`src/capture_pkg.sv`:
```
`default_nettype none

package capture_pkg;

    // payload types along the capture chain
    typedef logic [11:0] sample_t;      // one adc conversion
    typedef logic [35:0] word_t;        // three samples, oldest in [35:24]
    typedef logic [7:0]  byte_t;        // one byte on the read port

    // sample counts and limits
    typedef logic [31:0] count_t;

    // capture controller states
    typedef enum logic [2:0] {
        IDLE,
        PRESAMP_FILLING,                // collecting pretrigger history
        PRESAMP_FULL,                   // history full, oldest sample dropped per write
        TRIGGERED,
        DONE                            // waiting for the sample fifo to drain
    } capture_state_t;

    localparam int SAMPLES_PER_WORD = 3;

    // fifo depths, must be powers of two
    localparam int DEFAULT_SAMPLE_DEPTH = 64;
    localparam int DEFAULT_WORD_DEPTH   = 256;

endpackage

`default_nettype wire

```
`src/capture_control.sv`:
```
`timescale 1ns/100ps
`default_nettype none

module capture_control (
    input  wire                  adc_sampleclk,
    input  wire                  reset,
    input  wire                  arm_i,
    input  wire                  trigger_i,
    input  wire                  adc_write_mask_i,
    input  wire capture_pkg::count_t presample_i,
    input  wire capture_pkg::count_t max_samples_i,
    input  wire [12:0]           downsample_i,
    input  wire                  sample_full_i,
    input  wire                  sample_empty_i,
    output logic                 sample_wr_o,
    output logic                 drain_o,
    output logic                 clear_o,
    output logic                 capture_active_o,
    output logic                 capture_stop_o
);

    capture_pkg::capture_state_t state_q;

    logic                arm_r;
    logic                arm_go;
    logic [12:0]         dec_ctr;
    logic                dec_tick;
    logic                kept;
    logic                in_presamp;
    logic                pre_wr;
    logic                post_wr;
    logic                accepted;
    logic                room;
    capture_pkg::count_t pre_count;       // samples held as history
    capture_pkg::count_t post_count;      // samples taken from the trigger on
    capture_pkg::count_t total;
    capture_pkg::count_t target_q;
    capture_pkg::count_t target_d;
    capture_pkg::count_t rem;

    // arming is only honoured from idle
    assign arm_go  = arm_i && !arm_r && (state_q == capture_pkg::IDLE);
    assign clear_o = arm_go;

    // every downsample_i+1 cycles, counted from the arm edge
    assign dec_tick = (dec_ctr == downsample_i);
    assign kept     = dec_tick && adc_write_mask_i;

    assign in_presamp = (state_q == capture_pkg::PRESAMP_FILLING) ||
                        (state_q == capture_pkg::PRESAMP_FULL);

    assign total = pre_count + post_count;
    assign room  = (total < target_q);

    // round up so the packer only ever sees whole words
    always_comb begin
        rem = max_samples_i % capture_pkg::count_t'(capture_pkg::SAMPLES_PER_WORD);
        if (rem == '0) begin
            target_d = max_samples_i;
        end else begin
            target_d = max_samples_i + capture_pkg::count_t'(capture_pkg::SAMPLES_PER_WORD) - rem;
        end
    end

    // history writes, none at all when no presamples are asked for
    assign pre_wr  = kept && in_presamp && !trigger_i && (presample_i != '0);
    // the trigger cycle's sample already belongs to the capture
    assign post_wr = kept && room &&
                     ((in_presamp && trigger_i) || (state_q == capture_pkg::TRIGGERED));

    assign sample_wr_o = pre_wr || post_wr;
    assign accepted    = sample_wr_o && !sample_full_i;

    // pop the oldest history sample alongside each new one
    assign drain_o = pre_wr && (state_q == capture_pkg::PRESAMP_FULL) && !sample_full_i;

    assign capture_active_o = (state_q == capture_pkg::TRIGGERED) ||
                              (state_q == capture_pkg::DONE);

    always_ff @(posedge adc_sampleclk) begin
        if (reset) begin
            arm_r   <= 1'b0;
            dec_ctr <= '0;
        end else begin
            arm_r <= arm_i;
            if (arm_go || dec_tick) begin
                dec_ctr <= '0;
            end else begin
                dec_ctr <= dec_ctr + 13'd1;
            end
        end
    end

    always_ff @(posedge adc_sampleclk) begin
        if (reset) begin
            state_q        <= capture_pkg::IDLE;
            pre_count      <= '0;
            post_count     <= '0;
            target_q       <= '0;
            capture_stop_o <= 1'b0;
        end else begin
            if (accepted && !trigger_i && (state_q == capture_pkg::PRESAMP_FILLING)) begin
                pre_count <= pre_count + 32'd1;
            end
            if (accepted && post_wr) begin
                post_count <= post_count + 32'd1;
            end

            case (state_q)
                capture_pkg::IDLE: begin
                    if (arm_go) begin
                        pre_count      <= '0;
                        post_count     <= '0;
                        target_q       <= target_d;
                        capture_stop_o <= 1'b0;
                        state_q        <= capture_pkg::PRESAMP_FILLING;
                    end
                end

                capture_pkg::PRESAMP_FILLING: begin
                    if (trigger_i) begin
                        state_q <= capture_pkg::TRIGGERED;
                    end else if (accepted && (pre_count == presample_i - 32'd1)) begin
                        state_q <= capture_pkg::PRESAMP_FULL;
                    end
                end

                capture_pkg::PRESAMP_FULL: begin
                    if (trigger_i) begin
                        state_q <= capture_pkg::TRIGGERED;
                    end
                end

                capture_pkg::TRIGGERED: begin
                    if (!room || (accepted && (total + 32'd1 >= target_q))) begin
                        capture_stop_o <= 1'b1;
                        state_q        <= capture_pkg::DONE;
                    end
                end

                capture_pkg::DONE: begin
                    // packer still owns whatever is left in the sample fifo
                    if (sample_empty_i) begin
                        state_q <= capture_pkg::IDLE;
                    end
                end

                default: state_q <= capture_pkg::IDLE;
            endcase
        end
    end

endmodule

`default_nettype wire

```
`config.mk`:
```
export PLATFORM = sky130hd
export DESIGN_NAME = capture_control
export DESIGN_NICKNAME = d
export VERILOG_FILES = /design/src/capture_pkg.sv /design/src/capture_control.sv
export SDC_FILE = /design/constraint.sdc
export NUM_CORES = 1
export LEC_CHECK = 0
export BUFFER_PORTS_ARGS = -buffer_cell sky130_fd_sc_hd__buf_2
export CAP_MARGIN = 20
export CELL_PAD_IN_SITES_DETAIL_PLACEMENT = 1
export CELL_PAD_IN_SITES_GLOBAL_PLACEMENT = 1
export CORE_ASPECT_RATIO = 2
export CORE_UTILIZATION = 43
export CTS_BUF_LIST = sky130_fd_sc_hd__clkbuf_4 sky130_fd_sc_hd__clkbuf_8
export DETAILED_ROUTE_END_ITERATION = 12
export PLACE_DENSITY = 0.79
export SLEW_MARGIN = 20
export SYNTH_ARGS = -nofsm -noshare
export SYNTH_HDL_FRONTEND = slang
export SYNTH_SLANG_ARGS = --single-unit
```
`constraint.sdc`:
```
create_clock -name adc_sampleclk -period 14.5 [get_ports adc_sampleclk]
set_clock_uncertainty 0.2 [all_clocks]
set_input_delay 2.175 -clock adc_sampleclk [delete_from_list [all_inputs] [get_ports adc_sampleclk]]
set_output_delay 2.175 -clock adc_sampleclk [all_outputs]
set_load 0.05 [all_outputs]
```
==> results.json <==
{
  "cpMostUsedCell": "o21ai_1",
  "yosysTopAreaCell": "dfxtp_1",
  "grt_pass1_wl_um": 70900,
  "netlist_instances": 1853,
  "gr-total-overflow": 0,
  "pin_count": 89,
  "r2r_slack_ps": 5820,
  "multiInputGateArea_mm2": 0.0112,
  "cts_buffer_depth": 2,
  "timing.rr.start": "pre_count[1]",
  "postCtsHoldBufs": 0,
  "power_leakage_uw": 0.00674,
  "yosysSeqAreaShare": 0.163,
  "ys_seq_elements": 114,
  "drive_gt1_frac": 0.168,
  "grt_pass1_vias": 15148,
  "dr.pass1.iters": 4,
  "clock-sinks": 114,
  "rows": 93,
  "dp_hpwl_um": 35200,
  "path_buf_inv": 9,
  "crit_family": "compound AO/OA/AOI/OAI gates",
  "whs_path_depth": 2,
  "fin_crit_sh": 0.969,
  "clock_latency_ps": 480,
  "htree_levels": 4,
  "relSlewSlack": 0.466,
  "yosysMostFrequentCell": "nor2_1",
  "yosysWarningCount": 0,
  "max_stage_delay_ps": 550,
  "design_area_mm2": 0.0162,
  "drt-vias-per-instance": 5.97,
  "worst_pin_slew_ps": 794,
  "synth-main-ff-cell": "dfxtp_1",
  "coreArea_mm2": 0.0321,
  "die_area_mm2": 0.0333,
  "max-cap-violations": 0,
  "status": "finished, final reports clean",
  "hold_path_class": "flip-flop to flip-flop",
  "synth_area_mm2": 0.0140,
  "start_util": 0.435,
  "tns_ps": 0,
  "synth.area.top_cells": "dfxtp_1, ha_1, xnor2_1, nor2_1, xor2_1",
  "synth_enable_flop_cells": 0,
  "root_buffer": "clkbuf_8",
  "place_inst": 2371,
  "start_kind": "primary input",
  "drtIter0Drc": 466,
  "syn-num-nets": 2103,
  "fin_ws_ps": 450,
  "die_w_um": 129,
  "drv_slew": 0,
  "peakVddDrop_mv": 0.0663,
  "holdCritStartpoint": "post_count[31]",
  "synth_common_cells": "nor2_1, ha_1, inv_1",
  "drc_errors": 0,
  "arrival_ps": 14200,
  "fill_cells": 4115,
  "synth.avg_cell_area_um2": 7.54,
  "hold_end": "post_count[31]",
  "routed_wl_um": 44100,
  "finalCriticalPeriod_ps": 14050,
  "hold_viol": 0,
  "dpl_worst_slack_ps": -493,
  "netlist.area_leader.share": 0.163,
  "synthDistinctLibCells": 98,
  "setup.worst_path.class": "primary input to flip-flop",
  "fin_nets": 2235,
  "power_density_mw_per_mm2": 99.8,
  "instances_no_fill": 2425,
  "grt_max_degree": 71,
  "place_area_mm2": 0.0153,
  "regArea_mm2": 0.00228,
  "numCtsBuffers": 17,
  "async_flop_share": 0,
  "antenna_found_initial": 0,
  "ant_nets": 0,
  "critPathRequiredTime_ps": 14650,
  "die_y_um": 257,
  "rsz0062_at_grt": "true",
  "via_count": 14480,
  "holdWs_ps": 286,
  "ff2ff_path_depth": 34,
  "area_growth_pct": 15.9,
  "max_freq_mhz": 71.2,
  "worst_setup_path_end_kind": "flip-flop",
  "io_buffers": 88,
  "gp_congestion": 0.922,
  "worst-path-max-fanout": 7,
  "cts_tree": "yes",
  "slowest_stage": "or4b_4",
  "reg2reg_to": "post_count[11]",
  "grt_use_total": 0.264,
  "clk_pin_slew_worst_paths_ps": 80,
  "diodes": 0,
  "wl_per_cell_um": 18.2,
  "setup_viol": 0
}
how the worst max path moves through the flow:
stage / end / slack, ps / startpoint / cells past startpoint
global route: target_q[31] / -220 / max_samples_i[28] / 67
finish: target_q[31] / 450 / max_samples_i[28] / 67
CTS: target_q[31] / 0.4 / max_samples_i[29] / 65
detailed placement: target_q[31] / -490 / max_samples_i[29] / 64
floorplan: target_q[31] / 20 / max_samples_i[28] / 70
global placement: target_q[31] / -20 / max_samples_i[27] / 63
flip-flops by register name, indices dropped and copies added (netlist names):
name	flops
post_count	32
target_q	32
dec_ctr	13
pre_count	32
state_q	3
arm_r	1
capture_stop_o	1
stage by stage:
step / utilization / power (uW)
after floorplan: - / 974
after global placement: 0.477 / 1190
after detailed placement: 0.477 / 1220
after CTS: 0.490 / 1560
after global routing: 0.504 / 1730
final: 0.504 / 1620
placed cells by master (no fill, tap or decap), types with 25 or more instances in the layout:
| cell type | count |
|---|---|
| a21o_1 | 39 |
| buf_2 | 86 |
| dfxtp_1 | 114 |
| a311oi_1 | 30 |
| inv_1 | 121 |
| nand2_1 | 104 |
| a31oi_1 | 25 |
| xnor2_1 | 112 |
| nor2_1 | 180 |
| nand4_1 | 27 |
| nand3_1 | 102 |
| ha_1 | 160 |
| and3_1 | 29 |
| buf_4 | 109 |
| o21a_1 | 34 |
| xor2_1 | 74 |
| nor3_1 | 41 |
| a21oi_1 | 91 |
| o21ai_0 | 59 |
final cells by class:
| class | instances | share of cell area |
|---|---|---|
| Sequential cell | 114 | 0.141 |
| Multi-Input combinational cell | 1530 | 0.691 |
| Clock inverter | 13 | 0.00966 |
| Tap cell | 427 | 0.0330 |
| Timing Repair Buffer | 199 | 0.0802 |
| Inverter | 123 | 0.0287 |
| Clock buffer | 19 | 0.0161 |
report_power, final:
group | internal (uW) | switching (uW) | total [uW]
logic | 418 | 528 | 946
registers | 330 | 10.8 | 341
clock network | 179 | 150 | 329
total | 927 | 688 | 1620
kinds of logic after synthesis:
group                      share of synthesized area
muxes                                         0.0159
adders and majority gates                      0.150
AOI/OAI and AO/OA                              0.249
buffers and inverters                         0.0609
xor gates and xnor gates                       0.118
DFF                                            0.163
and+or+nand+nor                                0.244
routing by layer:
layer	vias up	wire length [um]	global-route usage
li1	7050	-	-
met1	7047	15400	0.239
met2	251	25200	0.541
met3	132	758	0.0216
met4	0	2750	0.161
met5	-	0	0
worst min-delay path, cell delays in order (launching register included):
cell and delay (ps):
dfxtp_1 330, nand2_1 60, mux2i_1 50
repair_timing:
item	in CTS	in global routing
resized for setup	0	79
setup buffers	0	21
hold endpoints to repair	0	0
setup endpoints to repair	0	11
Power figures use the tool's default switching activity.
