==> src/capture_pkg.sv <==
`default_nettype none

package capture_pkg;

    // payload types along the capture chain
    typedef logic [11:0] sample_t;      // one adc conversion
    typedef logic [35:0] word_t;        // three samples, oldest in [35:24]
    typedef logic [7:0]  byte_t;        // one byte on the read port

    // sample counts and limits
    typedef logic [31:0] count_t;

    // capture controller states
    typedef enum logic [2:0] {
        IDLE,
        PRESAMP_FILLING,                // collecting pretrigger history
        PRESAMP_FULL,                   // history full, oldest sample dropped per write
        TRIGGERED,
        DONE                            // waiting for the sample fifo to drain
    } capture_state_t;

    localparam int SAMPLES_PER_WORD = 3;

    // fifo depths, must be powers of two
    localparam int DEFAULT_SAMPLE_DEPTH = 64;
    localparam int DEFAULT_WORD_DEPTH   = 256;

endpackage

`default_nettype wire

==> src/sample_packer.sv <==
`timescale 1ns/100ps
`default_nettype none

module sample_packer (
    input  wire                   adc_sampleclk,
    input  wire                   reset,
    input  wire                   clear_i,
    input  wire                   capture_active_i,
    input  wire capture_pkg::sample_t sample_dout_i,
    input  wire                   sample_empty_i,
    input  wire                   word_full_i,
    output logic                  sample_rd_o,
    output logic                  word_wr_o,
    output capture_pkg::word_t    word_din_o
);

    localparam int LAST = capture_pkg::SAMPLES_PER_WORD - 1;

    capture_pkg::word_t word_q;         // shift register, newest sample at the bottom
    logic [1:0]         cnt;
    logic               push_q;

    // a full word fifo holds everything back
    assign sample_rd_o = capture_active_i && !sample_empty_i && !word_full_i;

    assign word_wr_o  = push_q;
    assign word_din_o = word_q;

    always_ff @(posedge adc_sampleclk) begin
        if (reset) begin
            word_q <= '0;
        end else if (sample_rd_o) begin
            word_q <= {word_q[23:0], sample_dout_i};
        end
    end

    always_ff @(posedge adc_sampleclk) begin
        if (reset || clear_i) begin
            cnt    <= '0;
            push_q <= 1'b0;
        end else begin
            push_q <= 1'b0;
            if (sample_rd_o) begin
                if (cnt == 2'(LAST)) begin
                    cnt    <= '0;
                    push_q <= 1'b1;     // word complete, written next cycle
                end else begin
                    cnt <= cnt + 2'd1;
                end
            end
        end
    end

endmodule

`default_nettype wire

==> config.mk <==
export PLATFORM = sky130hd
export DESIGN_NAME = sample_packer
export DESIGN_NICKNAME = d
export VERILOG_FILES = /design/src/capture_pkg.sv /design/src/sample_packer.sv
export SDC_FILE = /design/constraint.sdc
export NUM_CORES = 1
export LEC_CHECK = 0
export ABC_AREA = 1
export BUFFER_PORTS_ARGS = -buffer_cell sky130_fd_sc_hd__buf_2
export CAP_MARGIN = 20
export CORE_MARGIN = 2
export CORE_UTILIZATION = 40
export DETAILED_ROUTE_END_ITERATION = 8
export PLACE_DENSITY = 0.65
export SLEW_MARGIN = 20
export SYNTH_ARGS = -nofsm -noshare
export SYNTH_HDL_FRONTEND = slang
export SYNTH_SLANG_ARGS = --single-unit
==> constraint.sdc <==
create_clock -name adc_sampleclk -period 1.1 [get_ports adc_sampleclk]
set_input_delay 0.055 -clock adc_sampleclk [delete_from_list [all_inputs] [get_ports adc_sampleclk]]
set_output_delay 0.055 -clock adc_sampleclk [all_outputs]
set_load 0.005 [all_outputs]
==> flow_summary_export.csv, run 1 <==
group,metric,value,unit
power,power_switching,0.721,mW
finish,synthToLayoutAreaGrowth,24.0,%
timing,post-route-period-util,83.5,%
yosys,synth_ff_type,"dfxtp_1",
yosys,yosysTopAreaCell,"dfxtp_1",
clock_tree,cts_setup_buffers,0,
yosys,synth.yosys.seq_area_share,44.7,%
timing,clock_skew,0.00526,ns
worst_setup_path,cpPeakStageDelay,0.28,ns
grt,grt_usage,14.6,%
clock_tree,cts_hold_buf,0,
clock_tree,cts_max_level,2,
yosys,syn_area,0.00175,mm2
yosys,ys_warn_count,0,
power,powerDensity,1330,mW/mm2
yosys,synth_edf_count,0,
clock_tree,cts_buffers,5,
yosys,synth_area_leaders,"dfxtp_1 (45%), a21oi_1 (11%), nand3_1 (11%), nand2_1 (9.0%), nor2_1 (8.8%)",
yosys,synth_top_area_share,44.7,%
clock_tree,cts_tree,"built",
worst_setup_path,rr_worst_depth,5,
power,clkPwrFrac,32.6,%
grt,antenna_found_initial,0,
yosys,yosysMostFrequentCell,"nand2_1",
power,sw_frac_of_total,25.0,%
routing,first_pass_iters,6,
worst_setup_path,path_buf_inv,4,
place,io_buffers,55,
finish,fin_nets,325,
worst_setup_path,cp_common_cell,"buf_2",
die,die_w,70.1,um
timing,post-route-min-period,0.919,ns
routing,drt-vias-per-instance,4.51,
finish,final_util,50.4,%
power,seq_power_share,52.9,%
timing,slew_viol_final,0,
worst_setup_path,worstPathRequired,1.04,ns
die,floorplan.die.height,70.1,um
timing,final.setup.worst_slack,0.181,ns
grt,grt-ovfl-total,0,
clock_tree,cts_resized,0,
grt,grt_max_degree,78,
grt,grt_pass1_wl,5.88,mm
finish,layout.cells.non_filler,359,
timing,slew_headroom,78.9,%
clock_tree,cts-root-buf,"clkbuf_8",
finish,fin_area,0.00217,mm2
finish,n_antenna_cell,0,
power,combPwrFrac,14.5,%
routing,wl_per_cell,9.81,um
yosys,yosysUniqueCellTypes,11,
finish,register_area,781,um2
timing,worst_pin_slew,0.316,ns
min_path,whs_path_depth,5,
routing,drt_iter0_drc,90,
routing,dr_total_vias,1619,
worst_setup_path,critPathKind,"in2out",
worst_setup_path,slowest_stage,"buf_12",
worst_setup_path,critPathArrivalTime,0.86,ns
status,status,"finished clean",
routing,ant_nets,0,
worst_setup_path,startpoint_type,"primary input",
place,dpl_worst_slack,0.152,ns
finish,multi_input_area,703,um2
clock_tree,clock-sinks,39,
routing,drc,0,
power,ir_worst_vdd,0.665,mV
yosys,synthCells,260,
timing,hold_viol,0,
die,row_count,24,
yosys,synthArstFlopShare,0,%
worst_setup_path,path_depth,6,
timing,fmax,1090,MHz
power,intPower,2.16,mW
timing,setup-tns-final,0,ns
yosys,synth_common_cells,"nand2_1 (42), nor2_1 (41), inv_1 (40)",
die,coreArea,0.00429,mm2
timing,setup_violations,0,
yosys,ys_ff_latch,39,
finish,fillerInstances,455,
clock_tree,clk_latency,0.28,ns
place,post-dp-hpwl,2.38,mm
worst_setup_path,path_cells,"buf_2 > nor2_4 > buf_12 > nand2_1 > inv_1 > buf_2",
place,place_inst,352,
routing,wirelength,3.52,mm
worst_setup_path,crit_path_max_fanout,77,
clock_tree,clock_path_buffers,2,
power,p_leak,1.08,nW
place,placed_area,0.00208,mm2
die,die_area,0.00491,mm2
finish,drive_gt1_share,22.5,%
grt,grt_pass1_vias,1342,
timing,rsz0062_at_grt,"false",
yosys,syn_nets,278,
flow_run,maxCapViolCount,0,
place,place_congestion,0.707,
die,io_pins,56,
worst_setup_path,cp-end-kind,"primary output",
die,initial_core_util,40.7,%
yosys,avgSynthCellArea,6.72,um2
min_path,hold_path_class,"in2reg",
clock_tree,path_clk_slew,0.07,ns
worst_setup_path,critPathTopFamily,"buffers and inverters",
## per-layer routing
| metal | global-route usage (%) | share of wire [%] |
|---|---|---|
| met1 | 19.2 | 49 |
| met5 | 0 | 0 |
| met2 | 22.6 | 43 |
| met3 | 5.19 | 7.2 |
| met4 | 3.85 | 0.48 |
## layout make-up
cell class	count	area share [%]
Sequential cell	39	36.0
Multi-Input combinational cell	160	32.5
Timing Repair Buffer	60	17.3
Inverter	41	7.11
Clock buffer	6	3.81
Tap cell	52	3.00
Clock inverter	1	0.231
## through the flow
| stage | hold WS, ns | total power, mW |
|---|---|---|
| final | 0.0841 | 2.88 |
| after global routing | 0.0984 | 3.04 |
| after CTS | 0.0808 | 2.92 |
| after detailed placement | 0.376 | 1.98 |
| after global placement | 0.371 | 1.97 |
| after floorplan | 0.240 | 1.82 |
## path summary, 6_finish.rpt
| path | slack [ns] | from | to |
|---|---|---|---|
| hold / removal | 0.08 | sample_dout_i[4] | word_din_o[4] |
| setup reg to reg | 0.37 | cnt[1] | cnt[0] |
| hold reg to reg | 0.48 | word_din_o[35] | word_din_o[35] |
| setup / recovery | 0.18 | word_full_i | sample_rd_o |
## sequential cells by signal (all words and copies together) (netlist names)
signal,cells
word_wr_o,1
cnt,2
word_din_o,36
## tightest hold or removal path: stages
cell and delay (ns):
buf_2 0.07, inv_1 0.03, nand3_1 0.06, nand2_1 0.05, nor2_1 0.07
## cells in the final DEF (no fill, tap or decap)
master and n:
a21oi_1 38, buf_12 5, buf_2 55, clkbuf_8 6, clkinv_2 1, dfxtp_1 39
inv_1 40, inv_2 1, nand2_1 42, nand3_1 38, nor2_1 41, nor2_4 1
## cell families (layout without fill, tap and decap cells)
| logic type | count (synthesis) | in the layout | share of synthesized area [%] |
|---|---|---|---|
| compound gates | 38 | 38 | 10.9 |
| buf+inv | 61 | 108 | 15.0 |
| simple gates | 122 | 122 | 29.4 |
| flops | 39 | 39 | 44.7 |
## power groups by stage
stage | Clock [mW] | Combinational, mW | Sequential (mW)
floorplan | 0 | 0.265 | 1.56
global placement | 0 | 0.417 | 1.56
detailed placement | 0 | 0.424 | 1.55
CTS | 0.975 | 0.423 | 1.52
global route | 1.03 | 0.478 | 1.53
finish | 0.938 | 0.418 | 1.52
No activity file was read; power rests on OpenSTA's default activity.
==> inputs of run 2 (changes only) <==
--- a/config.mk
+++ b/config.mk
@@ -5,13 +5,13 @@
 export SDC_FILE = /design/constraint.sdc
 export NUM_CORES = 1
 export LEC_CHECK = 0
-export ABC_AREA = 1
+export ABC_AREA = 0
 export BUFFER_PORTS_ARGS = -buffer_cell sky130_fd_sc_hd__buf_2
 export CAP_MARGIN = 20
 export CORE_MARGIN = 2
 export CORE_UTILIZATION = 40
 export DETAILED_ROUTE_END_ITERATION = 8
-export PLACE_DENSITY = 0.65
+export PLACE_DENSITY = 0.66
 export SLEW_MARGIN = 20
 export SYNTH_ARGS = -nofsm -noshare
 export SYNTH_HDL_FRONTEND = slang
==> constraint.sdc (replaced) <==
create_clock -name adc_sampleclk -period 0.9 [get_ports adc_sampleclk]
set_input_delay 0.045 -clock adc_sampleclk [delete_from_list [all_inputs] [get_ports adc_sampleclk]]
set_output_delay 0.045 -clock adc_sampleclk [all_outputs]
set_load 0.005 [all_outputs]
==> run 2 against run 1 <==
- the flow now finishes with violations (negative setup slack)
- power increased by 9.6%
- non-clock buffer count increased by 12
- clock skew decreased by 0.0042 ns
- highest routed layer unchanged
- sequential share of layout area increased by 0.47 points
- core utilization increased by 4.0 points
==> flow_summary_export.csv, run 2 <==
group,metric,value,unit
finish,final_common_cell,"buf_2",
place,dpl_worst_slack,-0.307,ns
yosys,ys_warn_count,0,
place,io_buffers,55,
die,io_pins,56,
clock_tree,path_clk_slew,0.07,ns
finish,synthToLayoutAreaGrowth,32.4,%
die,initial_core_util,41.1,%
finish,final_util,54.4,%
yosys,synth_top_area_share,48.2,%
die,floorplan.die.height,67.6,um
finish,register_area,783,um2
timing,post-route-period-util,111,%
clock_tree,cts_hold_buf,0,
timing,hold_viol,0,
timing,rsz0062_at_grt,"true",
clock_tree,cts-root-buf,"clkbuf_8",
clock_tree,cts_max_level,2,
grt,grt_max_degree,36,
yosys,avgSynthCellArea,11.5,um2
yosys,synthArstFlopShare,0,%
yosys,synth_common_cells,"nand2b_1 (48), dfxtp_1 (39), mux2i_1 (37)",
status,violations,"negative setup slack",
power,ir_worst_vdd,0.717,mV
finish,n_antenna_cell,0,
worst_setup_path,crit_path_max_fanout,3,
power,p_leak,1.02,nW
finish,fin_nets,229,
yosys,yosysTopAreaCell,"dfxtp_1",
timing,post-route-min-period,0.997,ns
die,die_w,67.6,um
timing,setup_violations,3,
finish,drive_gt1_share,40.6,%
yosys,syn_nets,159,
yosys,syn_area,0.00162,mm2
power,powerDensity,1470,mW/mm2
yosys,synth.yosys.seq_area_share,48.2,%
timing,worst_pin_slew,0.254,ns
grt,grt_usage,15.8,%
grt,grt_pass1_vias,1256,
routing,ant_nets,0,
place,post-dp-hpwl,2.53,mm
worst_setup_path,cp-end-kind,"register",
finish,largest_register_ffs,36,
routing,wirelength,3.39,mm
worst_setup_path,critPathKind,"reg2reg",
timing,final.setup.worst_slack,-0.0974,ns
grt,antenna_found_initial,0,
routing,drt-vias-per-instance,4.60,
finish,final_cell_mix,"buf_2 (53), nand2b_1 (48), mux2i_1 (37), dfxtp_1 (37), buf_4 (14)",
routing,first_pass_iters,4,
worst_setup_path,startpoint_type,"register",
routing,drc,0,
min_path,hold_path_class,"in2reg",
yosys,yosysMostFrequentCell,"nand2b_1",
clock_tree,cts_tree,"built",
timing,fmax,1000,MHz
flow_run,maxCapViolCount,0,
worst_setup_path,critPathArrivalTime,1.21,ns
finish,fillerInstances,361,
status,status,"finished with violations",
timing,clock_skew,0.00101,ns
yosys,ys_ff_latch,39,
yosys,synth_edf_count,0,
grt,grt-ovfl-total,0,
clock_tree,clk_latency,0.28,ns
yosys,synthCells,141,
die,die_area,0.00458,mm2
worst_setup_path,r2r_slack,-0.1,ns
routing,drt_iter0_drc,27,
timing,slew_viol_final,0,
die,coreArea,0.00394,mm2
finish,multi_input_area,757,um2
place,place_congestion,0.702,
worst_setup_path,worstPathRequired,1.11,ns
clock_tree,clock_path_buffers,2,
clock_tree,clock-sinks,39,
grt,grt_pass1_wl,5.34,mm
routing,wl_per_cell,12.9,um
die,row_count,23,
yosys,yosysUniqueCellTypes,14,
yosys,synth_area_leaders,"dfxtp_1 (48%), mux2i_1 (23%), nand2b_1 (19%), buf_12 (3.7%), clkbuf_1 (1.2%)",
routing,dr_total_vias,1204,
timing,slew_headroom,83.1,%
yosys,synth_ff_type,"dfxtp_1",
clock_tree,cts_buffers,5,
## run 2: path summary, 6_finish.rpt
check / from / end / cells past startpoint
hold reg to reg: word_din_o[26] / word_din_o[26] / 2
setup / recovery: cnt[1] / cnt[1] / 2
hold / removal: sample_dout_i[1] / word_din_o[1] / 3
setup reg to reg: cnt[1] / cnt[1] / 2
## run 2: metrics by stage
step	setup TNS [ns]	hold slack (ns)	instances	power [mW]	cell area, um2
final	-0.188	0.0191	262	3.15	2140
after floorplan	-2.91	0.201	141	1.97	1630
after global routing	-0.372	0.0213	262	3.31	2140
after CTS	-0.307	0.00545	255	3.19	2060
after global placement	-10.05	0.308	247	2.05	1970
after detailed placement	-10.78	0.317	247	2.06	1970
## run 2: cell families (layout without fill, tap and decap cells)
group                  Yosys count  in the layout  share of synthesized area (%)
and+or+nand+nor                 54             54                           21.7
DFF                             39             39                           48.2
muxes                           38             38                           23.6
buffers and inverters           10             81                           6.56
## run 2: what timing repair did
item | 4_1_cts | 5_1_grt
endpoints found under the setup margin | 8 | 4
pin swaps | 0 | 1
resized for setup | 1 | 7
buffers inserted | 0 | 7
## run 2: final cells by class
cell class	count	share of cell area [%]
Timing Repair Buffer	72	20.7
Sequential cell	39	36.5
Clock inverter	1	0.233
Tap cell	50	2.92
Clock buffer	7	3.56
Inverter	1	0.758
Multi-Input combinational cell	92	35.3
## run 2: routing by layer
metal  GRT usage (%)  vias up  part of all wire, %
li1                -      607                    -
met1            16.1      562                   41
met2            28.9       28                   53
met3            5.17        7                  4.5
met4            7.40        0                  1.6
met5               0        -                    0
## run 2: critical path, stage by stage, from the launching register on
cell	delay, ns
dfxtp_2	0.33
or4b_1	0.47
mux2i_1	0.13
## run 2: report_power, final
| group | switching, mW | total, mW | internal, mW |
|---|---|---|---|
| combinational | 0.119 | 0.289 | 0.169 |
| clock | 0.561 | 1.10 | 0.543 |
| sequential | 0.0116 | 1.76 | 1.75 |
