==> src/capture_fifo.sv <==
`timescale 1ns/100ps
`default_nettype none

module capture_fifo #(
    parameter int  DEPTH     = 8,
    parameter type PAYLOAD_T = logic [7:0]
) (
    input  wire           adc_sampleclk,
    input  wire           reset,
    input  wire           clear_i,
    input  wire           wr_i,
    input  wire PAYLOAD_T din_i,
    input  wire           rd_i,
    output PAYLOAD_T      dout_o,
    output logic          full_o,
    output logic          empty_o,
    output logic          overflow_o
);

    localparam int AW = $clog2(DEPTH);

    PAYLOAD_T      mem [DEPTH];
    logic [AW-1:0] wr_ptr;
    logic [AW-1:0] rd_ptr;
    logic [AW:0]   count;              // one extra bit to tell full from empty
    logic          do_wr;
    logic          do_rd;

    assign full_o  = (count == (AW+1)'(DEPTH));
    assign empty_o = (count == '0);

    // first word fall through
    assign dout_o = mem[rd_ptr];

    assign do_wr = wr_i && !full_o;     // a write into a full buffer is lost
    assign do_rd = rd_i && !empty_o;    // read of an empty buffer is ignored

    always_ff @(posedge adc_sampleclk) begin
        if (do_wr) begin
            mem[wr_ptr] <= din_i;
        end
    end

    always_ff @(posedge adc_sampleclk) begin
        if (reset || clear_i) begin
            wr_ptr     <= '0;
            rd_ptr     <= '0;
            count      <= '0;
            overflow_o <= 1'b0;
        end else begin
            if (do_wr) begin
                wr_ptr <= wr_ptr + 1'b1;    // wraps, depth is a power of two
            end
            if (do_rd) begin
                rd_ptr <= rd_ptr + 1'b1;
            end

            case ({do_wr, do_rd})
                2'b10:   count <= count + 1'b1;
                2'b01:   count <= count - 1'b1;
                default: count <= count;    // idle, or push and pop together
            endcase

            // sticky until the next arm
            if (wr_i && full_o) begin
                overflow_o <= 1'b1;
            end
        end
    end

endmodule

`default_nettype wire

==> config.mk <==
export PLATFORM = sky130hd
export DESIGN_NAME = capture_fifo
export DESIGN_NICKNAME = d
export VERILOG_FILES = /design/src/capture_fifo.sv
export SDC_FILE = /design/constraint.sdc
export NUM_CORES = 1
export LEC_CHECK = 0
export ABC_AREA = 1
export ABC_CLOCK_PERIOD_IN_PS = 1700
export BUFFER_PORTS_ARGS = -buffer_cell sky130_fd_sc_hd__buf_2
export CORE_UTILIZATION = 53
export DETAILED_ROUTE_END_ITERATION = 8
export GPL_ROUTABILITY_DRIVEN = 0
export GPL_TIMING_DRIVEN = 0
export HOLD_SLACK_MARGIN = 0.02
export PLACE_DENSITY = 0.76
export SLEW_MARGIN = 20
export SYNTH_ARGS = -nofsm -noshare
export SYNTH_HDL_FRONTEND = slang
export SYNTH_SLANG_ARGS = --single-unit
export TNS_END_PERCENT = 10
==> constraint.sdc <==
create_clock -name adc_sampleclk -period 1.7 [get_ports adc_sampleclk]
set_input_delay 0.34 -clock adc_sampleclk [delete_from_list [all_inputs] [get_ports adc_sampleclk]]
set_output_delay 0.34 -clock adc_sampleclk [all_outputs]
set_load 0.02 [all_outputs]
==> flow_summary.json, run 1 <==
{
  "wl_per_cell_um": 16.6,
  "cp-end-kind": "output port",
  "initial_core_util_pct": 55.1,
  "io_buffers": 23,
  "drt_first_pass_iters": 4,
  "r2r_setup_slack_ns": -0.13,
  "critical_path_arrival_ns": 1.59,
  "syn_area_per_cell_um2": 11.6,
  "worstHoldPathType": "in -> reg",
  "n_antenna_cell": 0,
  "post-dp-hpwl_mm": 3.96,
  "fillCellCount": 436,
  "maxCapViolations": 0,
  "skew_ns": 0.00686,
  "cts_tree": "done",
  "slew_headroom_pct": 62.2,
  "slew_violations": 0,
  "min_period_ns": 1.93,
  "cts.clk_slew.worst_paths_ns": 0.08,
  "synth_compound_gate_area_share_pct": 8.67,
  "power_leakage_uw": 0.00143,
  "critPathMaxFanout": 7,
  "die_area_mm2": 0.00647,
  "htreeDepth": 3,
  "synth-seq-cells": 78,
  "layout_setup_ws_ns": -0.227,
  "cts_made_buffers": 9,
  "crit_required_ns": 1.36,
  "synthCells": 281,
  "cts_root_buffer": "clkbuf_8",
  "post-route-drc-count": 0,
  "netlist.area_leader.share_pct": 58.9,
  "synthMuxAreaShare_pct": 2.46,
  "hold_violations": 0,
  "netlist_area_mm2": 0.00326,
  "drt_first_iter_violations": 230,
  "grt_pass1_vias": 2015,
  "status": "finished, violations left",
  "grt_pass1_wl_mm": 9.89,
  "num_rows": 28,
  "synth_nets": 299,
  "final_util_pct": 65.7,
  "grt_antenna_before_repair": 0,
  "synth.area.top_cells": "edfxtp_1 (59%), dfxtp_1 (8.6%), nor2_1 (5.0%), nand2_1 (4.8%), o21ai_0 (3.4%)",
  "synthAdderAreaFrac_pct": 1.92,
  "yosysTopAreaCell": "edfxtp_1",
  "grt_overflow": 0,
  "cts_buffer_depth": 2,
  "grt_max_degree": 14,
  "cts_sinks": 78,
  "p_per_area_mw_per_mm2": 1050,
  "finalSetupViolations": 10,
  "setup_tns_ns": -1.57,
  "drt-vias-per-instance": 5.44,
  "ys_seq_area_share_pct": 67.5,
  "regArea_mm2": 0.00221,
  "io-pin-count": 24,
  "ant_nets": 0,
  "routed_wl_mm": 6.60,
  "final_common_cell": "edfxtp_1",
  "critical_path_class": "reg -> out",
  "synth_xor_area_share_pct": 0.806,
  "core_mm2": 0.00592,
  "synth-simple-area-share_pct": 13.3,
  "multi_input_area_um2": 956,
  "insertion_delay_ns": 0.35,
  "fin_nets": 335,
  "synth_warnings": 0,
  "final_cell_mix": "edfxtp_1 (64), nand2_1 (41), nor2_1 (33), o21ai_0 (20), inv_1 (18)",
  "violations": "setup timing",
  "die_w_um": 80.4,
  "fin_crit_sh_pct": 113,
  "worstMarginPinSlew_ns": 0.567,
  "peakVddDrop_v": 0.000564,
  "grt_usage_pct": 22.0,
  "rsz0062_at_grt": "yes",
  "post_route_cells_drive_above_1_share_pct": 24.5,
  "areaGrowthSynthToFinish_pct": 19.2,
  "die_y_um": 80.4,
  "yosysUniqueCellTypes": 28,
  "vias": 2159,
  "clock.fmax_mhz": 519,
  "synth_top_family_by_area": "simple AND/OR/NAND/NOR gates",
  "start_kind": "flop"
}
-- critical path, cell delays in order, from the launching register on --
cell	delay (ns)
dfxtp_4	0.45
buf_12	0.14
buf_6	0.09
mux2i_1	0.20
o22ai_1	0.09
nand2_1	0.07
nand2_2	0.07
buf_6	0.13
-- registers in the layout (all words and copies together), names as in the netlist, named ones only --
| signal | flops |
|---|---|
| rd_ptr | 3 |
| mem | 64 |
| wr_ptr | 3 |
| overflow_o | 1 |
| count | 4 |
-- area by class of cell --
class                   count  share of cell area, %
repair buffers             25                   4.99
well taps                  75                   2.41
flip-flops and latches     78                   56.9
inverters                  21                   2.16
clock inverters             7                   2.29
plain buffers              10                   3.48
multi-input cells         172                   24.6
clock buffers               9                   3.19
-- timing repair --
item	CTS	global route
pin swaps	1	4
buffers inserted	0	1
hold buffers	0	0
setup endpoints to repair	75	75
cloned	0	1
resized for setup	35	16
-- Yosys cell counts --
master and instances:
inv_1 20, clkbuf_4 1, nor3b_1 1, or2_2 1, o21ai_1 14, nor3_1 2
nor2_1 43, xnor2_1 2, nand3_1 4, or2_1 1, nand3_2 2, buf_4 2
buf_6 6, mux2i_1 8, o21ai_0 22, inv_2 1, nand2_2 2, a21oi_1 9
nand2_1 42, nor2_2 3, edfxtp_1 64, buf_2 1, nor3b_2 1, xor2_1 1
a211oi_1 1, o22ai_1 8, ha_1 5, dfxtp_1 14
-- logic make-up (layout without fill, tap and decap cells) --
kind of cell,Yosys count,in the layout
buf+inv,31,72
fa+ha+maj,5,5
mux,8,8
simple gates,102,102
xor+xnor,3,3
compound gates,54,54
flops,78,78
-- metal layers --
layer  global-route usage, %  up-vias  share of wire (%)
met5                       0        -                  0
met4                    9.82        0                1.8
met3                    4.55       12                6.7
met2                    33.3       93                 47
met1                    30.5     1006                 44
li1                        -     1048                  -
-- metrics by stage --
step	instances	instance area [µm²]	power [µW]	hold slack, ns	worst slack (ns)
2_1_floorplan	281	3280	2450	0.439	0.0126
3_3_place_gp	379	3490	2560	0.435	-0.191
3_5_place_dp	379	3490	2570	0.447	-0.220
4_1_cts	395	3800	4050	0.241	-0.204
5_1_grt	397	3890	4220	0.242	-0.298
6_report	397	3890	4060	0.258	-0.227
-- path summary, 6_finish.rpt --
path | startpoint | end | cells after the start
setup reg to reg | count[0] | count[2] | 13
hold / removal | din_i[3] | mem[3][3] | 1
setup / recovery | flop | dout_o[0] | 7
hold reg to reg | overflow_o | overflow_o | 2
-- where the power goes --
group / internal [µW] / switching (µW)
registers: 2110 / 29.7
logic: 183 / 274
clock network: 816 / 653
total: 3110 / 957
(Power assumes the default switching activity.)
==> run 2: changes to the inputs <==
--- a/config.mk
+++ b/config.mk
@@ -5,8 +5,6 @@
 export SDC_FILE = /design/constraint.sdc
 export NUM_CORES = 1
 export LEC_CHECK = 0
-export ABC_AREA = 1
-export ABC_CLOCK_PERIOD_IN_PS = 1700
 export BUFFER_PORTS_ARGS = -buffer_cell sky130_fd_sc_hd__buf_2
 export CORE_UTILIZATION = 53
 export DETAILED_ROUTE_END_ITERATION = 8
==> flow_summary.json, run 2 <==
{
  "wl_per_cell_um": 21.1,
  "cts.clk_slew.worst_paths_ns": 0.07,
  "yosysTopAreaCell": "edfxtp_1",
  "reg_top3": "mem: 64 flops, count: 4 flops",
  "worstHoldPathCells": 1,
  "synth_nets": 191,
  "top_register": "mem",
  "syn_area_per_cell_um2": 18.5,
  "critPathMaxFanout": 4,
  "synth-seq-cells": 78,
  "die_area_mm2": 0.00634,
  "critical_path_class": "reg -> reg",
  "fin_crit_sh_pct": 135,
  "initial_core_util_pct": 56.6,
  "synth_edf_count": 64,
  "post-route-drc-count": 0,
  "worst_hold_slack_ns": 0.259,
  "synth.area.top_cells": "edfxtp_1 (60%), dfxtp_1 (8.8%), mux4_1 (6.6%), mux4_2 (5.6%), mux2_2 (2.8%)",
  "min_period_ns": 2.30,
  "grt_pass1_wl_mm": 9.33,
  "worstMarginPinSlew_ns": 0.723,
  "yosysUniqueCellTypes": 36,
  "synth_warnings": 0,
  "cts_tree": "done",
  "power_leakage_uw": 0.00134,
  "largest_register_ffs": 64,
  "post_route_cells_drive_above_1_share_pct": 49.8,
  "die_y_um": 79.7,
  "cts_root_buffer": "clkbuf_8",
  "cp_cell_sequence": "buf_6, o41a_1, ha_4, xor2_2, ha_2, a21oi_2, xor2_1, or3_1, a21oi_1",
  "crit_required_ns": 1.97,
  "grt_pass1_vias": 1764,
  "maxCapViolations": 0,
  "p_per_area_mw_per_mm2": 969,
  "fin_nets": 236,
  "async_reset_ff_share_pct": 0,
  "htreeDepth": 3,
  "areaGrowthSynthToFinish_pct": 24.2,
  "slew_headroom_pct": 51.8,
  "cp-end-kind": "flop",
  "cts_sinks": 78,
  "start_kind": "flop",
  "io_buffers": 23,
  "drt_first_iter_violations": 66,
  "drt_first_pass_iters": 6,
  "final_cell_mix": "edfxtp_1 (64), mux4_2 (16), buf_2 (15), buf_6 (13), buf_4 (11)",
  "final_common_cell": "edfxtp_1",
  "placed_area_mm2": 0.00345,
  "grt_overflow": 0,
  "status": "finished, violations left",
  "placed_cells": 269,
  "grt_max_degree": 13,
  "critical_path_arrival_ns": 2.56,
  "slew_violations": 0,
  "skew_ns": 0.00558,
  "netlist_area_mm2": 0.00320,
  "synthCells": 173,
  "netlist.area_leader.share_pct": 60.1,
  "fillCellCount": 357,
  "layout_setup_ws_ns": -0.595,
  "core_mm2": 0.00564,
  "violations": "setup timing",
  "finalSetupViolations": 21,
  "routed_wl_mm": 6.23,
  "r2r_cells": 9,
  "io-pin-count": 24,
  "num_rows": 27,
  "ant_nets": 0,
  "grt_usage_pct": 21.5,
  "slowest_stage": "o41a_1",
  "rsz0062_at_grt": "yes",
  "worstHoldPathType": "in -> reg",
  "design_area_mm2": 0.00397,
  "yosysMostFrequentCell": "edfxtp_1",
  "drt-vias-per-instance": 5.87,
  "ys_seq_area_share_pct": 68.9,
  "synth_common_cells": "edfxtp_1 (64), dfxtp_1 (14), nor2_1 (13)",
  "vias": 1732,
  "cts_buffer_depth": 2,
  "slowest_delay_ns": 0.49,
  "clock.fmax_mhz": 436,
  "cts_made_buffers": 9,
  "n_antenna_cell": 0,
  "post-dp-hpwl_mm": 3.75,
  "setup_tns_ns": -5.58,
  "grt_antenna_before_repair": 0,
  "synthFlopType": "edfxtp_1",
  "hold_violations": 0,
  "die_w_um": 79.7,
  "finalNonFillerCells": 295,
  "insertion_delay_ns": 0.34,
  "peakVddDrop_v": 0.000510,
  "place_ws_ns": -0.772
}
==> run 2: cell types whose count changed after synthesis, moves of 8 or more <==
| cell | before | now |
|---|---|---|
| nand2_1 | 42 | 3 |
| nor2_1 | 43 | 13 |
| o21ai_0 | 22 | 1 |
| inv_1 | 20 | 1 |
| o21ai_1 | 14 | 0 |
| mux2_2 | 0 | 8 |
| mux4_1 | 0 | 8 |
| mux4_2 | 0 | 8 |
| o22ai_1 | 8 | 0 |
==> run 2: final cells by class <==
cell class                      count  area, µm²  share of cell area, %
Buffer                              5       50.0                   1.26
Clock buffer                       10        128                   3.21
Clock inverter                      6       76.3                   1.92
Inverter                            1       3.75                 0.0945
Multi-Input combinational cell     85       1080                   27.1
Sequential cell                    78       2220                   55.9
Tap cell                           72       90.1                   2.27
Timing Repair Buffer               38        325                   8.19
==> run 2: repair_timing <==
action / 4_1_cts / 5_1_grt
gates resized for setup: 36 / 40
cloned: 1 / 0
pin swaps: 13 / 10
hold buffers: 0 / 0
buffers inserted: 9 / 4
setup endpoints to repair: 74 / 74
==> run 2: where the power goes <==
part           internal, µW  switching (µW)
combinational           159             155
sequential             2090            19.0
clock                   810             615
total                  3060             788
==> run 2: per-stage QoR <==
step / util [%] / total power, µW
after floorplan: - / 2290
after global routing: 70.4 / 3960
after detailed placement: 61.1 / 2380
after CTS: 67.7 / 3810
final: 70.4 / 3850
after global placement: 60.5 / 2360
==> run 2: critical path, delay by kind of cell (launching register included) <==
family,cells,cell delay [ns]
compound gates,3,0.77
fa+ha+maj,2,0.39
flops,1,0.36
simple gates,1,0.33
xor+xnor,2,0.25
buf+inv,1,0.11
==> run 2: path summary, 6_finish.rpt <==
| kind | from | to | slack, ns |
|---|---|---|---|
| max reg2reg | count[1] | count[2] | -0.60 |
| min reg2reg | overflow_o | overflow_o | 0.49 |
| min | din_i[6] | mem[1][6] | 0.26 |
| max | count[1] | count[2] | -0.60 |
==> run 2: per-layer routing <==
layer  wire length, µm  vias up  GRT usage, %
li1                  -      765             -
met1              2510      902          25.5
met5                 0        -             0
met2              3350       54          36.6
met4               103        0          12.2
met3               260       11          4.23
==> run 2: logic make-up (layout without fill, tap and decap cells) <==
family	Yosys count	in the layout	synth area share (%)
XOR/XNOR	7	7	2.15
AND/OR/NAND/NOR	37	37	6.89
multiplexers	27	27	16.0
buffers and inverters	10	60	2.27
adder cells (fa/ha/maj)	5	5	1.96
flip-flops	78	78	68.9
AO/OA/AOI/OAI	9	9	1.84
==> run 3: changes to the inputs <==
--- a/config.mk
+++ b/config.mk
@@ -6,12 +6,12 @@
 export NUM_CORES = 1
 export LEC_CHECK = 0
 export BUFFER_PORTS_ARGS = -buffer_cell sky130_fd_sc_hd__buf_2
-export CORE_UTILIZATION = 53
+export CORE_UTILIZATION = 59
 export DETAILED_ROUTE_END_ITERATION = 8
 export GPL_ROUTABILITY_DRIVEN = 0
 export GPL_TIMING_DRIVEN = 0
 export HOLD_SLACK_MARGIN = 0.02
-export PLACE_DENSITY = 0.76
+export PLACE_DENSITY = 0.8
 export SLEW_MARGIN = 20
 export SYNTH_ARGS = -nofsm -noshare
 export SYNTH_HDL_FRONTEND = slang
==> constraint.sdc (replaced) <==
create_clock -name adc_sampleclk -period 2.4 [get_ports adc_sampleclk]
set_input_delay 0.48 -clock adc_sampleclk [delete_from_list [all_inputs] [get_ports adc_sampleclk]]
set_output_delay 0.48 -clock adc_sampleclk [all_outputs]
set_load 0.02 [all_outputs]
==> flow_summary.json, run 3 (synthesized netlist as in run 2, its figures left out) <==
{
  "drt-vias-per-instance": 5.86,
  "io-pin-count": 24,
  "crit_required_ns": 1.92,
  "final_common_cell": "edfxtp_1",
  "insertion_delay_ns": 0.35,
  "power_leakage_uw": 0.00129,
  "post-route-drc-count": 0,
  "cts.clk_slew.worst_paths_ns": 0.07,
  "cts_sinks": 78,
  "io_buffers": 23,
  "crit_family": "multiplexers",
  "worstHoldPathType": "in -> reg",
  "skew_ns": 0.00459,
  "maxCapViolations": 0,
  "initial_core_util_pct": 61.8,
  "core_mm2": 0.00517,
  "drt_first_iter_violations": 110,
  "routed_wl_mm": 5.84,
  "vias": 1683,
  "ctsHoldBuffers": 0,
  "worst-path-buf-inv": 3,
  "cts_tree": "done",
  "peakVddDrop_v": 0.000402,
  "areaGrowthSynthToFinish_pct": 18.0,
  "rsz0062_at_grt": "yes",
  "fin_nets": 230,
  "fillCellCount": 310,
  "post-dp-hpwl_mm": 3.60,
  "grt_antenna_before_repair": 0,
  "num_rows": 26,
  "wl_per_cell_um": 20.4,
  "slowest_delay_ns": 0.50,
  "drt_first_pass_iters": 4,
  "die_y_um": 75.6,
  "slew_violations": 0,
  "setup_tns_ns": 0,
  "final_util_pct": 72.9,
  "post_route_cells_drive_above_1_share_pct": 43.8,
  "grt_overflow": 0,
  "finalSetupViolations": 0,
  "largest_register_ffs": 64,
  "cp-end-kind": "output port",
  "top_register": "mem",
  "die_w_um": 75.6,
  "grt_max_degree": 14,
  "worstHoldStart": "reset",
  "critical_path_arrival_ns": 1.87,
  "min_period_ns": 2.35,
  "slew_headroom_pct": 41.8,
  "worstMarginPinSlew_ns": 0.870,
  "grt_pass1_wl_mm": 8.38,
  "cts_buffer_depth": 2,
  "final_cell_mix": "edfxtp_1 (64), mux4_2 (16), buf_2 (16), nor2_1 (13)",
  "grt_usage_pct": 22.2,
  "critPathMaxFanout": 5,
  "path_common_cell": "buf_6",
  "cts_made_buffers": 9,
  "n_antenna_cell": 0,
  "status": "completed",
  "die_area_mm2": 0.00571,
  "grt_pass1_vias": 1679,
  "ant_nets": 0,
  "cts_root_buffer": "clkbuf_8",
  "slowest_stage": "mux4_2",
  "fin_crit_sh_pct": 97.9,
  "htreeDepth": 3,
  "hold_violations": 0,
  "reg_top3": "mem: 64 flops, count: 4 flops",
  "p_per_area_mw_per_mm2": 712,
  "r2r-start": "count[1]",
  "start_kind": "flop",
  "critical_path_class": "reg -> out",
  "cp_cell_sequence": "buf_6, clkbuf_16, mux4_2, mux2_4, buf_6",
  "clock.fmax_mhz": 426
}
run 3: repair_timing:
action                     4_1_cts  5_1_grt
pin swaps                        0        6
setup endpoints to repair       10       10
resized for setup               11       26
gates cloned                     0        1
setup buffers                    2        4
run 3: routing by layer:
metal / vias up / GRT usage, % / share of wire (%)
met5: - / 0 / 0
met4: 0 / 13.4 / 2.9
met3: 17 / 5.82 / 5.4
met2: 60 / 38.0 / 52
met1: 851 / 25.0 / 40
li1: 755 / - / -
run 3: worst paths after layout:
kind | endpoint | slack, ns | cells past startpoint
worst min-delay path | count[3] | 0.40 | 4
worst max register to register | count[2] | 0.08 | 10
worst min register to register | overflow_o | 0.47 | 2
worst max-delay path | dout_o[7] | 0.05 | 5
run 3: tightest hold or removal path, stage by stage:
cell     delay [ns]
buf_2          0.09
nor2_1         0.03
nand2_1        0.05
mux2i_1        0.05
run 3: area by class of cell:
class / instances / area, µm² / share of cell area, %
flip-flops and latches: 78 / 2210 / 58.5
multi-input cells: 85 / 963 / 25.5
repair buffers: 31 / 233 / 6.17
clock buffers: 15 / 209 / 5.54
well taps: 70 / 87.6 / 2.32
plain buffers: 6 / 61.3 / 1.63
clock inverters: 1 / 7.51 / 0.199
inverters: 1 / 3.75 / 0.0995
run 3: power breakdown:
| group | switching [µW] | total [µW] | leakage, µW | internal [µW] |
|---|---|---|---|---|
| registers | 12.3 | 1490 | 0.000696 | 1480 |
| logic | 99.4 | 190 | 0.000487 | 91.0 |
| clock network | 442 | 1000 | 0.000106 | 560 |
run 3: metrics by stage:
stage	total power, µW	std cells	instance area [µm²]	setup slack (ns)	hold WS, ns
after floorplan	1620	173	3200	0.0120	0.464
after global placement	1670	266	3400	-0.257	0.448
after detailed placement	1680	267	3430	-0.131	0.461
after CTS	2670	283	3680	-0.0617	0.382
after global routing	2750	287	3770	-0.0159	0.392
final	2690	287	3770	0.0503	0.404
